===== src/rtl/fphub_div_pkg.sv =====
`default_nettype none

package fphub_div_pkg;

    // ------------------------------------------------------------------------
    // HUB single precision format
    // ------------------------------------------------------------------------
    localparam int EXP_W      = 8;
    localparam int MAN_W      = 23;
    localparam int EXP_BIAS   = 127;
    // All-ones exponent marks infinity
    localparam int EXP_INF    = 255;
    // One quotient digit per iteration
    localparam int ITERATIONS = 26;
    // Accept edge to finish for a normal division
    localparam int LATENCY    = ITERATIONS + 2;
    // Quiet NaN has only the top mantissa bit set
    localparam logic [MAN_W-1:0] QNAN_MANTISSA = {1'b1, {(MAN_W-1){1'b0}}};

    // ------------------------------------------------------------------------
    // Vector types
    // ------------------------------------------------------------------------
    typedef logic [EXP_W+MAN_W:0]          hub_word_t;
    typedef logic [EXP_W-1:0]              exponent_t;
    typedef logic [MAN_W-1:0]              mantissa_t;
    // Leading one, stored mantissa, implicit trailing one
    typedef logic [MAN_W+1:0]              significand_t;
    // Signed exponent before the range check
    typedef logic signed [EXP_W+1:0]       exp_wide_t;
    // Sign, two integer bits, 25 fraction bits
    typedef logic signed [MAN_W+4:0]       remainder_t;
    typedef logic [ITERATIONS-1:0]         quotient_t;
    typedef logic [$clog2(ITERATIONS)-1:0] iter_count_t;

    typedef enum logic [1:0] {
        ST_IDLE,
        ST_ITERATE,
        ST_PACK
    } div_state_t;

    // Field view of a HUB word
    typedef struct packed {
        logic      sign;
        exponent_t exponent;
        mantissa_t mantissa;
    } hub_fields_t;

    // Signed digit, both bits low means digit 0
    typedef struct packed {
        logic pos;
        logic neg;
    } srt_digit_t;

    typedef struct packed {
        logic      is_special;
        hub_word_t result;
    } special_info_t;

endpackage

`default_nettype wire


===== src/rtl/fphub_div_ctrl.sv =====
`timescale 1ns/1ps
`default_nettype none

module fphub_div_ctrl (
    input  wire  clk,
    input  wire  rst_l,
    input  wire  start,
    input  wire  is_special,
    output logic accept_normal,
    output logic load_special,
    output logic step,
    output logic pack_en,
    output logic finish,
    output logic computing
);

    fphub_div_pkg::div_state_t  state;
    fphub_div_pkg::div_state_t  state_next;
    fphub_div_pkg::iter_count_t iter_cnt;
    logic                       idle;
    logic                       last_iter;

    // ------------------------------------------------------------------------
    // Start decode and strobes
    // ------------------------------------------------------------------------
    assign idle          = (state == fphub_div_pkg::ST_IDLE);
    // Start only counts while idle
    assign accept_normal = start & idle & ~is_special;
    assign load_special  = start & idle & is_special;
    assign step          = (state == fphub_div_pkg::ST_ITERATE);
    assign pack_en       = (state == fphub_div_pkg::ST_PACK);
    assign computing     = ~idle;
    // Counter runs 0 to 25
    assign last_iter     = (iter_cnt ==
                            fphub_div_pkg::iter_count_t'(fphub_div_pkg::ITERATIONS - 1));

    always_comb begin
        state_next = state;
        case (state)
            fphub_div_pkg::ST_IDLE: begin
                if (accept_normal) begin
                    state_next = fphub_div_pkg::ST_ITERATE;
                end
            end
            fphub_div_pkg::ST_ITERATE: begin
                if (last_iter) begin
                    state_next = fphub_div_pkg::ST_PACK;
                end
            end
            fphub_div_pkg::ST_PACK: begin
                state_next = fphub_div_pkg::ST_IDLE;
            end
            default: begin
                state_next = fphub_div_pkg::ST_IDLE;
            end
        endcase
    end

    // ------------------------------------------------------------------------
    // Registers
    // ------------------------------------------------------------------------
    always_ff @(posedge clk or negedge rst_l) begin
        if (!rst_l) begin
            state    <= fphub_div_pkg::ST_IDLE;
            iter_cnt <= '0;
            finish   <= 1'b0;
        end else begin
            state <= state_next;
            // Clear on accept and count each iteration
            if (accept_normal) begin
                iter_cnt <= '0;
            end else if (step) begin
                iter_cnt <= iter_cnt + 1'b1;
            end
            // One cycle pulse alongside the result load
            finish <= pack_en | load_special;
        end
    end

endmodule

`default_nettype wire


===== src/rtl/fphub_divider.sv =====
`timescale 1ns/1ps
`default_nettype none

module fphub_divider (
    input  wire                         clk,
    input  wire                         rst_l,
    input  wire                         start,
    input  wire fphub_div_pkg::hub_word_t x,
    input  wire fphub_div_pkg::hub_word_t d,
    output fphub_div_pkg::hub_word_t      res,
    output logic                        finish,
    output logic                        computing
);

    fphub_div_pkg::hub_fields_t    x_f;
    fphub_div_pkg::hub_fields_t    d_f;
    fphub_div_pkg::significand_t   x_sig;
    fphub_div_pkg::significand_t   d_sig;
    fphub_div_pkg::special_info_t  special;
    fphub_div_pkg::srt_digit_t     digit;
    fphub_div_pkg::quotient_t      quotient;
    logic                          accept_normal;
    logic                          load_special;
    logic                          step;
    logic                          pack_en;
    logic                          rem_negative;

    assign x_f = x;
    assign d_f = d;

    // Significand 1.m1 with the implicit HUB trailing one
    assign x_sig = {1'b1, x_f.mantissa, 1'b1};
    assign d_sig = {1'b1, d_f.mantissa, 1'b1};

    // ------------------------------------------------------------------------
    // Units
    // ------------------------------------------------------------------------
    hub_special_classifier u_classifier (
        .x       (x),
        .d       (d),
        .special (special)
    );

    fphub_div_ctrl u_ctrl (
        .clk           (clk),
        .rst_l         (rst_l),
        .start         (start),
        .is_special    (special.is_special),
        .accept_normal (accept_normal),
        .load_special  (load_special),
        .step          (step),
        .pack_en       (pack_en),
        .finish        (finish),
        .computing     (computing)
    );

    srt_digit_recurrence u_recurrence (
        .clk           (clk),
        .rst_l         (rst_l),
        .accept_normal (accept_normal),
        .step          (step),
        .x_sig         (x_sig),
        .d_sig         (d_sig),
        .digit         (digit),
        .rem_negative  (rem_negative)
    );

    srt_quotient_convert u_convert (
        .clk           (clk),
        .rst_l         (rst_l),
        .accept_normal (accept_normal),
        .step          (step),
        .digit         (digit),
        .rem_negative  (rem_negative),
        .quotient      (quotient)
    );

    hub_result_pack u_pack (
        .clk           (clk),
        .rst_l         (rst_l),
        .accept_normal (accept_normal),
        .load_special  (load_special),
        .pack_en       (pack_en),
        .x             (x),
        .d             (d),
        .special       (special),
        .quotient      (quotient),
        .res           (res)
    );

endmodule

`default_nettype wire


===== src/rtl/hub_result_pack.sv =====
`timescale 1ns/1ps
`default_nettype none

module hub_result_pack (
    input  wire                              clk,
    input  wire                              rst_l,
    input  wire                              accept_normal,
    input  wire                              load_special,
    input  wire                              pack_en,
    input  wire fphub_div_pkg::hub_word_t      x,
    input  wire fphub_div_pkg::hub_word_t      d,
    input  wire fphub_div_pkg::special_info_t  special,
    input  wire fphub_div_pkg::quotient_t      quotient,
    output fphub_div_pkg::hub_word_t           res
);

    fphub_div_pkg::hub_fields_t x_f;
    fphub_div_pkg::hub_fields_t d_f;
    fphub_div_pkg::hub_fields_t packed_res;
    fphub_div_pkg::exp_wide_t   res_exp;
    fphub_div_pkg::exp_wide_t   norm_exp;
    fphub_div_pkg::mantissa_t   norm_man;
    logic                       res_sign;

    assign x_f = x;
    assign d_f = d;

    // Sign and biased exponent difference, held through the iterations
    always_ff @(posedge clk) begin
        if (accept_normal) begin
            res_sign <= x_f.sign ^ d_f.sign;
            res_exp  <= fphub_div_pkg::exp_wide_t'({2'b00, x_f.exponent})
                      - fphub_div_pkg::exp_wide_t'({2'b00, d_f.exponent})
                      + fphub_div_pkg::exp_wide_t'(fphub_div_pkg::EXP_BIAS);
        end
    end

    // ------------------------------------------------------------------------
    // Normalize and range check
    // ------------------------------------------------------------------------
    always_comb begin
        // Quotient lies in [2^24, 2^26), at most one position to fix
        if (quotient[fphub_div_pkg::ITERATIONS-1]) begin
            norm_man = quotient[fphub_div_pkg::MAN_W+1:2];
            norm_exp = res_exp;
        end else begin
            norm_man = quotient[fphub_div_pkg::MAN_W:1];
            norm_exp = res_exp - fphub_div_pkg::exp_wide_t'(1);
        end
        // HUB nearest rounding is plain truncation of the dropped bits
        packed_res.sign = res_sign;
        if (norm_exp < fphub_div_pkg::exp_wide_t'(1)) begin
            // Underflow to signed zero
            packed_res.exponent = '0;
            packed_res.mantissa = '0;
        end else if (norm_exp > fphub_div_pkg::exp_wide_t'(fphub_div_pkg::EXP_INF - 1)) begin
            // Overflow to signed infinity
            packed_res.exponent = fphub_div_pkg::exponent_t'(fphub_div_pkg::EXP_INF);
            packed_res.mantissa = '0;
        end else begin
            packed_res.exponent = norm_exp[fphub_div_pkg::EXP_W-1:0];
            packed_res.mantissa = norm_man;
        end
    end

    // Result held until the next load
    always_ff @(posedge clk or negedge rst_l) begin
        if (!rst_l) begin
            res <= '0;
        end else if (load_special) begin
            res <= special.result;
        end else if (pack_en) begin
            res <= packed_res;
        end
    end

endmodule

`default_nettype wire


===== src/rtl/hub_special_classifier.sv =====
`timescale 1ns/1ps
`default_nettype none

module hub_special_classifier (
    input  wire fphub_div_pkg::hub_word_t      x,
    input  wire fphub_div_pkg::hub_word_t      d,
    output fphub_div_pkg::special_info_t       special
);

    fphub_div_pkg::hub_fields_t x_f;
    fphub_div_pkg::hub_fields_t d_f;
    fphub_div_pkg::hub_fields_t spec_f;
    logic                       x_zero;
    logic                       x_inf;
    logic                       d_zero;
    logic                       d_inf;
    logic                       res_sign;

    assign x_f = x;
    assign d_f = d;

    // Zero is exponent 0, infinity is exponent 255 with any mantissa
    assign x_zero = (x_f.exponent == '0);
    assign d_zero = (d_f.exponent == '0);
    assign x_inf  = (x_f.exponent == fphub_div_pkg::exponent_t'(fphub_div_pkg::EXP_INF));
    assign d_inf  = (d_f.exponent == fphub_div_pkg::exponent_t'(fphub_div_pkg::EXP_INF));

    // Sign follows the usual rule for every class
    assign res_sign = x_f.sign ^ d_f.sign;

    always_comb begin
        spec_f.sign     = res_sign;
        spec_f.exponent = '0;
        spec_f.mantissa = '0;
        // 0/0 and inf/inf
        if ((x_zero && d_zero) || (x_inf && d_inf)) begin
            spec_f.exponent = fphub_div_pkg::exponent_t'(fphub_div_pkg::EXP_INF);
            spec_f.mantissa = fphub_div_pkg::QNAN_MANTISSA;
        // 0/d and x/inf
        end else if (x_zero || d_inf) begin
            spec_f.exponent = '0;
        // inf/d and x/0
        end else if (x_inf || d_zero) begin
            spec_f.exponent = fphub_div_pkg::exponent_t'(fphub_div_pkg::EXP_INF);
        end
    end

    // Any zero or infinity operand skips the recurrence
    assign special.is_special = x_zero | x_inf | d_zero | d_inf;
    assign special.result     = spec_f;

endmodule

`default_nettype wire


===== src/rtl/srt_digit_recurrence.sv =====
`timescale 1ns/1ps
`default_nettype none

module srt_digit_recurrence (
    input  wire                             clk,
    input  wire                             rst_l,
    input  wire                             accept_normal,
    input  wire                             step,
    input  wire fphub_div_pkg::significand_t x_sig,
    input  wire fphub_div_pkg::significand_t d_sig,
    output fphub_div_pkg::srt_digit_t        digit,
    output logic                            rem_negative
);

    fphub_div_pkg::remainder_t rem;
    fphub_div_pkg::remainder_t divisor;
    fphub_div_pkg::remainder_t rem_dbl;
    fphub_div_pkg::remainder_t rem_next;
    fphub_div_pkg::remainder_t half;

    // 0.5 in remainder format, 2^24 with 25 fraction bits
    assign half = fphub_div_pkg::remainder_t'(1) <<< (fphub_div_pkg::MAN_W + 1);

    // |w| < d < 2 so the doubled value still fits
    assign rem_dbl = rem <<< 1;

    // ------------------------------------------------------------------------
    // Digit selection
    // ------------------------------------------------------------------------
    always_comb begin
        digit    = '0;
        rem_next = rem_dbl;
        if (rem_dbl >= half) begin
            // Digit +1
            digit.pos = 1'b1;
            rem_next  = rem_dbl - divisor;
        end else if (rem_dbl < -half) begin
            // Digit -1
            digit.neg = 1'b1;
            rem_next  = rem_dbl + divisor;
        end
    end

    // ------------------------------------------------------------------------
    // Remainder and divisor registers
    // ------------------------------------------------------------------------
    always_ff @(posedge clk or negedge rst_l) begin
        if (!rst_l) begin
            rem <= '0;
        end else if (accept_normal) begin
            // First remainder is x/2, the 25-bit significand at 2^-25 weight
            rem <= fphub_div_pkg::remainder_t'({3'b000, x_sig});
        end else if (step) begin
            rem <= rem_next;
        end
    end

    // Divisor aligned to the remainder's binary point
    always_ff @(posedge clk) begin
        if (accept_normal) begin
            divisor <= fphub_div_pkg::remainder_t'({2'b00, d_sig, 1'b0});
        end
    end

    // Sign of the held remainder, final one after the last step
    assign rem_negative = rem[$bits(fphub_div_pkg::remainder_t)-1];

endmodule

`default_nettype wire


===== src/rtl/srt_quotient_convert.sv =====
`timescale 1ns/1ps
`default_nettype none

module srt_quotient_convert (
    input  wire                           clk,
    input  wire                           rst_l,
    input  wire                           accept_normal,
    input  wire                           step,
    input  wire fphub_div_pkg::srt_digit_t digit,
    input  wire                           rem_negative,
    output fphub_div_pkg::quotient_t       quotient
);

    // Positions of +1 and -1 digits, first digit ends up in the MSB
    fphub_div_pkg::quotient_t pos_bits;
    fphub_div_pkg::quotient_t neg_bits;

    always_ff @(posedge clk or negedge rst_l) begin
        if (!rst_l) begin
            pos_bits <= '0;
            neg_bits <= '0;
        end else if (accept_normal) begin
            pos_bits <= '0;
            neg_bits <= '0;
        end else if (step) begin
            // Shift in one digit per iteration
            pos_bits <= {pos_bits[fphub_div_pkg::ITERATIONS-2:0], digit.pos};
            neg_bits <= {neg_bits[fphub_div_pkg::ITERATIONS-2:0], digit.neg};
        end
    end

    // Redundant to binary
    // A negative final remainder means the digits overshot by one ulp
    assign quotient = pos_bits - neg_bits - fphub_div_pkg::quotient_t'(rem_negative);

endmodule

`default_nettype wire


===== config.mk =====
export PLATFORM = sky130hd
export DESIGN_NAME = fphub_divider
export DESIGN_NICKNAME = d
export VERILOG_FILES = /design/src/rtl/fphub_div_pkg.sv /design/src/rtl/fphub_div_ctrl.sv /design/src/rtl/fphub_divider.sv /design/src/rtl/hub_result_pack.sv /design/src/rtl/hub_special_classifier.sv /design/src/rtl/srt_digit_recurrence.sv /design/src/rtl/srt_quotient_convert.sv
export SDC_FILE = /design/constraint.sdc
export NUM_CORES = 1
export LEC_CHECK = 0
export ABC_CLOCK_PERIOD_IN_PS = 9040
export BUFFER_PORTS_ARGS = -buffer_cell sky130_fd_sc_hd__buf_2
export CELL_PAD_IN_SITES_DETAIL_PLACEMENT = 0
export CELL_PAD_IN_SITES_GLOBAL_PLACEMENT = 2
export CORE_ASPECT_RATIO = 0.9
export CORE_MARGIN = 10
export CORE_UTILIZATION = 40
export CTS_CLUSTER_SIZE = 24
export DETAILED_ROUTE_END_ITERATION = 8
export GPL_TIMING_DRIVEN = 1
export PLACE_DENSITY_LB_ADDON = 0.12
export SYNTH_ARGS = -nofsm -noshare
export SYNTH_HDL_FRONTEND = slang
export SYNTH_SLANG_ARGS = --single-unit

===== constraint.sdc =====
create_clock -name clk -period 9.04 [get_ports clk]
set_clock_uncertainty 0.2 [all_clocks]
set_input_delay 2.712 -clock clk [delete_from_list [all_inputs] [get_ports clk]]
set_output_delay 2.712 -clock clk [all_outputs]
set_load 0.05 [all_outputs]

==> metrics.md, run 1 <==
| Metric | Value |
|---|---|
| Status | completed |
| Layout overhead on the synthesized area | 11.6% |
| Synth Cell Area | roughly 0.012 sq mm |
| Nets | between 1,500 and 2,000 |
| Data required time at the worst endpoint | 9.15 ns |
| DR vias/cell | 5.42 |
| Setup slack, reg-to-reg | 4.04 ns |
| Clock buffer depth | 2 |
| CP bufs+invs | 4 |
| Global route overflow | 0 |
| Crit Path Max Fanout | 76 |
| Setup Buffers After CTS | 0 |
| Initial Util | between 40% and 50% |
| Register area share after synthesis | 34.2% |
| YS warnings | 0 |
| Antenna cells | 0 |
| Die area | 0.0367 sq mm |
| DIE HEIGHT | between 150 and 200 um |
| Ports | 101 |
| First-pass GRT wire length | 54,300 um |
| Avg Cell Area, Syn | 8.44 sq um |
| Clk sinks | 154 |
| Critical Path AT | 5.40 ns |
| Crit end category | register |
| Clk slew on worst S/H paths | 0.07 ns |
| CTS tree | built |
| Avg WL per Cell | around 17 um |
| Most frequent cells in the layout | 157 x nand2_1, 143 x inv_1, 121 x o21ai_0, 120 x dfrtp_1 |
| Final ANT Viol Nets | 0 |
| Mapped Cells | 1,393 |
| R2R Path Start | u_convert.neg_bits[6] |
| Worst setup SP type | primary input |
| # hold bufs at CTS | 0 |
| Worst flop-to-flop path endpoint | u_pack.res[22] |
| TritonRoute pass-1 iters | 5 |
| Core area | 0.0289 sq mm |
| Fmax | 189 MHz |
| Largest net degree at the start of global routing | 77 |
| EDFF count, synth | 34 |
| Yosys reg bits | 154 |
| CTS Buf Count | 17 |
| Vias | 10,100 |
| Fin Setup TNS | 0 ns |
| Rel. slew slack | 25.0% |
| Fin crit share | 58.6% |
| Die X | around 200 um |
| Final-report max-slew violation count | 0 |
| Post-synth ARST share | approximately 80% |
| Final design utilization | 45.4% |
| Crit-path slowest cell | clkinv_2 |
| Number of port buffers | 100 |
| Worst Hold Path EP | u_pack.res[2] |
| Fin. Hold Viols | 0 |
| Worst Max-Slew Pin Slew | 1.11 ns |
| Post-detail-place hpwl | 23,100 um |
| Final GP Congestion | 0.833 |
| Iteration-0 DRC Markers | 661 |
| Top_reg_cell synth | dfrtp_1 |
| H-Tree Depth | 4 |
| Hold Crit Depth | 2 |
| CP Cell Sequence | buf_2 -> nor4_1 -> a21oi_1 -> nand3b_1 -> nand2b_2 -> buf_4 -> clkinv_2 -> buf_12 -> a21oi_1 -> o2111ai_1 -> o21ai_0 -> o21ai_0 |
| Crit-path leading delay family | buffers and inverters |
| Global Route Usage Sum | between 10% and 20% |
| Minimum clock period | around 5.3 ns |
| Cells resized by post-CTS repair | 0 |
| Initial antenna violation count | 0 |
| Max-Cap Viols | 0 |
| Min-delay src | u_pack.res[2] |
| Vias in the first global route | 10,205 |
| Final WL | 32,400 um |
| Placed cells | between 1,500 and 2,000 |
| Worst-Skew Late Latency | approximately 0.44 ns |
| Netlist cell types | 90 |
| Rows | 59 |
| RSZ-0062 raised after global routing | false |
| Commonest non-fill, non-tap cell in the layout | nand2_1 |
| Clk root buf | clkbuf_16 |
| Final non-filler cell total | between 1,500 and 2,000 |
| Setup Crit Path Kind | in2reg |
| R2R depth | 13 |
| Post-Syn Nets | around 1,600 |
| Number of remaining DRC errors | 0 |
| Hold Path Class | reg2reg |
| Final setup viols | 0 |
| Fraction of layout cells with a size suffix above 1 | 12.4% |
| Crit path largest cell delay | 0.48 ns |
-- through the flow --
step	cell area [sq um]	setup slack (ns)	hold WS [ns]
floorplan	11800	3.67	0.249
global placement	12600	3.29	0.258
detailed placement	12600	3.27	0.260
CTS	13100	3.72	0.276
global route	13100	3.37	0.301
finish	13100	3.74	0.275
-- synth_stat cells (7+ instances only) --
cell	instances	area (sq um)
nand4_1	9	56.3
o21bai_1	14	105
o21ai_0	121	606
or2_2	7	43.8
xor2_1	20	175
ha_1	104	1300
o31ai_1	28	210
nand3_1	48	240
or3_1	13	81.3
dfrtp_1	120	3000
nand2_1	157	589
nor2b_1	12	75.1
mux2i_1	21	210
xnor2_1	33	289
a31oi_1	11	68.8
a211oi_1	15	113
nor4_1	11	68.8
nor2_1	104	390
a21o_1	28	210
and2_1	8	50.1
a221oi_1	8	70.1
o221ai_1	9	78.8
edfxtp_1	34	1020
a21oi_1	83	415
nand2b_1	12	75.1
o22ai_1	9	56.3
a221o_1	11	110
clkbuf_1	57	214
inv_1	144	541
nor3_1	15	75.1
-- worst max-delay path by stage --
stage	slack, ns	cells past startpoint	endpoint	start
3_3_place_gp	3.29	12	u_recurrence.rem[7]	x[24]
6_report	3.74	12	u_recurrence.rem[7]	x[24]
3_5_place_dp	3.27	12	u_recurrence.rem[7]	x[24]
2_1_floorplan	3.67	8	u_pack.res_exp[0]	d[29]
5_1_grt	3.37	12	u_recurrence.rem[7]	x[24]
4_1_cts	3.72	12	u_recurrence.rem[7]	x[24]
-- layer usage --
metal	part of all wire, %	GRT usage, %	up-vias
li1	-	-	5076
met1	51	25.3	4833
met2	44	28.3	173
met3	3.7	2.94	18
met4	0.95	3.63	0
met5	0	0	-
-- cells by family (layout without fill, tap and decap cells) --
group | Yosys count | in the layout | synth area share (%)
DFF | 154 | 154 | 34.2
muxes | 22 | 22 | 1.88
adders and majority gates | 109 | 109 | 11.9
AOI/OAI and AO/OA | 417 | 417 | 24.0
xor gates and xnor gates | 53 | 53 | 3.95
buffers and inverters | 213 | 286 | 7.02
and+or+nand+nor | 425 | 425 | 17.0
-- area by class of cell --
| class | count | area, sq um |
|---|---|---|
| clock inverters | 14 | 114 |
| inverters | 145 | 546 |
| repair buffers | 109 | 583 |
| flip-flops and latches | 154 | 4020 |
| clock buffers | 18 | 439 |
| fillers | 2933 | 15800 |
| multi-input cells | 1026 | 6930 |
| well taps | 396 | 495 |
-- sequential cells by signal, indices dropped and copies added (netlist names), 2 cells and up --
register	flops
u_recurrence.rem	28
u_pack.res_exp	10
u_pack.res	32
u_convert.neg_bits	26
u_convert.pos_bits	26
u_ctrl.iter_cnt	5
u_recurrence.divisor	23
u_ctrl.state	2
-- worst reg2reg max path: cells and delay by family, from the launching register on --
family          cells  cell delay (ns)
compound gates      6             2.38
simple gates        4             1.15
fa+ha+maj           2             0.65
buf+inv             1             0.04
flops               1             0.40
Power of run 1 is left out: the tool's default activity adds up to more than one toggle a clock period on the data nets, which glitch-free logic cannot reach.
==> run 2: changes to the inputs <==
--- a/config.mk
+++ b/config.mk
@@ -5,13 +5,14 @@
 export SDC_FILE = /design/constraint.sdc
 export NUM_CORES = 1
 export LEC_CHECK = 0
-export ABC_CLOCK_PERIOD_IN_PS = 9040
+export ABC_AREA = 1
+export ABC_CLOCK_PERIOD_IN_PS = 4300
 export BUFFER_PORTS_ARGS = -buffer_cell sky130_fd_sc_hd__buf_2
 export CELL_PAD_IN_SITES_DETAIL_PLACEMENT = 0
 export CELL_PAD_IN_SITES_GLOBAL_PLACEMENT = 2
 export CORE_ASPECT_RATIO = 0.9
 export CORE_MARGIN = 10
-export CORE_UTILIZATION = 40
+export CORE_UTILIZATION = 32
 export CTS_CLUSTER_SIZE = 24
 export DETAILED_ROUTE_END_ITERATION = 8
 export GPL_TIMING_DRIVEN = 1
==> constraint.sdc (replaced) <==
create_clock -name clk -period 4.3 [get_ports clk]
set_clock_uncertainty 0.2 [all_clocks]
set_input_delay 1.29 -clock clk [delete_from_list [all_inputs] [get_ports clk]]
set_output_delay 1.29 -clock clk [all_outputs]
set_load 0.05 [all_outputs]
==> run 2 against run 1 <==
  * Synthesized cell count increased by 18%
  * Critical path type is now reg2reg
  * Critical endpoint is now u_pack.res[16]
  * Worst hold slack improved by 0.0034 ns
  * Routed wire length increased by 16%
  * Highest routed layer unchanged
==> metrics.md, run 2 <==
| Metric | Value |
|---|---|
| Status | completed |
| Layout overhead on the synthesized area | 13.5% |
| Die area | 0.0454 sq mm |
| Setup slack, reg-to-reg | 0.60 ns |
| Synth Cell Area | 0.0119 sq mm |
| Worst Setup EP | u_pack.res[16] |
| Netlist cell types | 54 |
| Cells resized by post-CTS repair | 0 |
| Final GP Congestion | 0.847 |
| R2R Path Start | u_recurrence.rem[27] |
| Global Route Usage Sum | 16.6% |
| Biggest regs | u_pack.res x32, u_recurrence.rem x28 |
| Post-Synth Adder-Cell Area | 11.7% |
| YS warnings | 0 |
| Clk slew on worst S/H paths | 0.07 ns |
| DIE HEIGHT | 203 um |
| Antenna cells | 0 |
| Synth area leader | dfrtp_1 |
| Clk sinks | between 150 and 200 |
| Critical Path AT | 3.83 ns |
| Largest net degree at the start of global routing | 69 |
| Initial antenna violation count | 0 |
| Number of remaining DRC errors | 0 |
| DR vias/cell | ~4.9 |
| Cell with the most instances after synthesis | nand2_1 |
| Post-synthesis mux area share | 0.168% |
| Complex-gate fraction of the synthesized area | ~17% |
| Most frequent cells in the layout | 346 x nand2_1, 281 x inv_1, 123 x a21oi_1, 120 x dfrtp_1, 110 x nor2_1 |
| Ports | 101 |
| Mapped Cells | 1,641 |
| Cell mode on critical path | nand2_1 |
| Avg Cell Area, Syn | 7.27 sq um |
| Fraction of layout cells with a size suffix above 1 | 11.0% |
| Layout fillers | 4,005 |
| Fmax | 270 MHz |
| Nets | 1,902 |
| Max reg flops | 32 |
| Data required time at the worst endpoint | 4.43 ns |
| Top_reg_cell synth | dfrtp_1 |
| Core area | 0.0371 sq mm |
| # hold bufs at CTS | 0 |
| Iteration-0 DRC Markers | 751 |
| Synth Area in Simple Gates | a little under a quarter |
| TritonRoute pass-1 iters | 7 |
| RSZ-0062 raised after global routing | false |
| CTS Buf Count | 17 |
| Final setup viols | 0 |
| Register area share after synthesis | 33.7% |
| R2R depth | 21 |
| Area contributors post-synth | dfrtp_1 25%, nand2_1 11%, ha_1 11% |
| Hold Path Class | reg2reg |
| Clock buffer depth | 2 |
| Minimum clock period | 3.70 ns |
| First-pass GRT wire length | 60,700 um |
| Post-synth ARST share | 77.9% |
| Setup Crit Path Kind | reg2reg |
| Vias in the first global route | 10,880 |
| Final ANT Viol Nets | 0 |
| Crit Path Max Fanout | 27 |
| Avg WL per Cell | around 17 um |
| Rows | 67 |
| Worst flop-to-flop path endpoint | u_pack.res[16] |
| Crit. Startpoint | u_recurrence.rem[27] |
| Commonest non-fill, non-tap cell in the layout | nand2_1 |
| Final-report max-slew violation count | 0 |
| EDFF count, synth | 34 |
| Vias | 10,878 |
| Worst Max-Slew Pin Slew | approximately 0.93 ns |
| H-Tree Depth | 4 |
| Initial Util | 32.2% |
| Synth Area in XOR/XNOR | 3.75% |
| Fin. Hold Viols | 0 |
| Fin Setup TNS | 0 ns |
| Largest register by flop count | u_pack.res |
| Worst-Skew Late Latency | 0.46 ns |
| Fin crit share | 86.1% |
| Post-synth top cells | 348 x nand2_1, 282 x inv_1, 123 x a21oi_1 |
| Crit-path slowest cell | fa_1 |
| CP Cell Sequence | inv_1 -> fa_1 -> ha_1 -> nand2_1 -> nor2_2 -> nand3_1 -> nand3_4 -> nand2_2 -> nand3_2 -> nand2_4 -> nand2_2 -> buf_4 -> nand2_1 -> nand2_1 -> nand2_1 -> nor2_1 -> nand3_2 -> nand3_4 -> inv_2 -> nand2_2 -> o21ai_1 |
| Crit path largest cell delay | 0.47 ns |
| Rel. slew slack | 38.3% |
| Post-Syn Nets | 1,817 |
| Max-Cap Viols | 0 |
| Global route overflow | 0 |
| Final WL | 37,700 um |
| Crit end category | register |
| Yosys reg bits | 154 |
| Die X | 224 um |
| Worst setup SP type | register |
| Yosys top cell area share | 25.2% |
| Largest family of logic cells by synthesized area | simple AND/OR/NAND/NOR gates |
| Post-detail-place hpwl | 29,300 um |
| CTS tree | built |
| Clk root buf | clkbuf_16 |
| Setup Buffers After CTS | 0 |
| Number of port buffers | 100 |
run 2: cell count changes in the layout (fill, tap and decap cells not counted), sizes merged, moves of 15 or more:
cell,before,now
a211oi,16,1
a21o,28,5
a21oi,85,125
inv,149,290
mux2i,21,2
nand2,158,361
nand3,50,93
o22ai,9,54
o31ai,29,2
xnor2,33,15
run 2: logic make-up (layout without fill, tap and decap cells):
kind of cell | count (synthesis) | after routing
buf+inv | 337 | 435
compound gates | 359 | 359
mux | 2 | 2
fa+ha+maj | 109 | 109
simple gates | 631 | 631
flops | 154 | 154
xor+xnor | 49 | 49
run 2: stage by stage:
step                      cells  utilization, %  hold WS (ns)  worst slack, ns  instance area (sq um)
after floorplan            1641               -         0.278            0.883                  11900
after global placement     2190            35.1         0.263            0.581                  13000
after detailed placement   2190            35.1         0.264            0.574                  13000
after CTS                  2222            36.5         0.281            0.580                  13500
after global routing       2222            36.5         0.310            0.221                  13500
final                      2222            36.5         0.278            0.598                  13500
run 2: worst min path at each step:
stage	start	to	slack, ns	cells after the start
floorplan	u_convert.pos_bits[24]	u_convert.pos_bits[25]	0.28	2
global route	u_pack.res[10]	u_pack.res[10]	0.31	2
detailed placement	u_pack.res[18]	u_pack.res[18]	0.26	2
finish	u_pack.res[2]	u_pack.res[2]	0.28	2
CTS	u_pack.res[18]	u_pack.res[18]	0.28	2
global placement	u_pack.res[18]	u_pack.res[18]	0.26	2
run 2: area by class of cell:
class                           instances  area [sq um]  area share, %
Inverter                              289          1080           8.01
Tap cell                              483           604           4.46
Timing Repair Buffer                  114           649           4.80
Clock buffer                           22           485           3.59
Multi-Input combinational cell       1150          6630           48.9
Sequential cell                       154          4020           29.7
Clock inverter                         10          66.3          0.490
run 2: worst max-delay path, delay by kind of cell, from the launching register on:
kind,cells,cell delay [ns]
fa+ha+maj,2,0.79
compound gates,1,0.08
simple gates,15,1.74
flops,1,0.32
buf+inv,3,0.44
run 2: layer usage:
| layer | up-vias | share of wire, % | track usage (%) |
|---|---|---|---|
| li1 | 5556 | - | - |
| met1 | 5120 | 54 | 25.1 |
| met2 | 179 | 41 | 23.9 |
| met3 | 23 | 4.2 | 2.85 |
| met4 | 0 | 1.0 | 3.91 |
| met5 | - | 0 | 0 |
Power of run 2 is left out for the same reason.
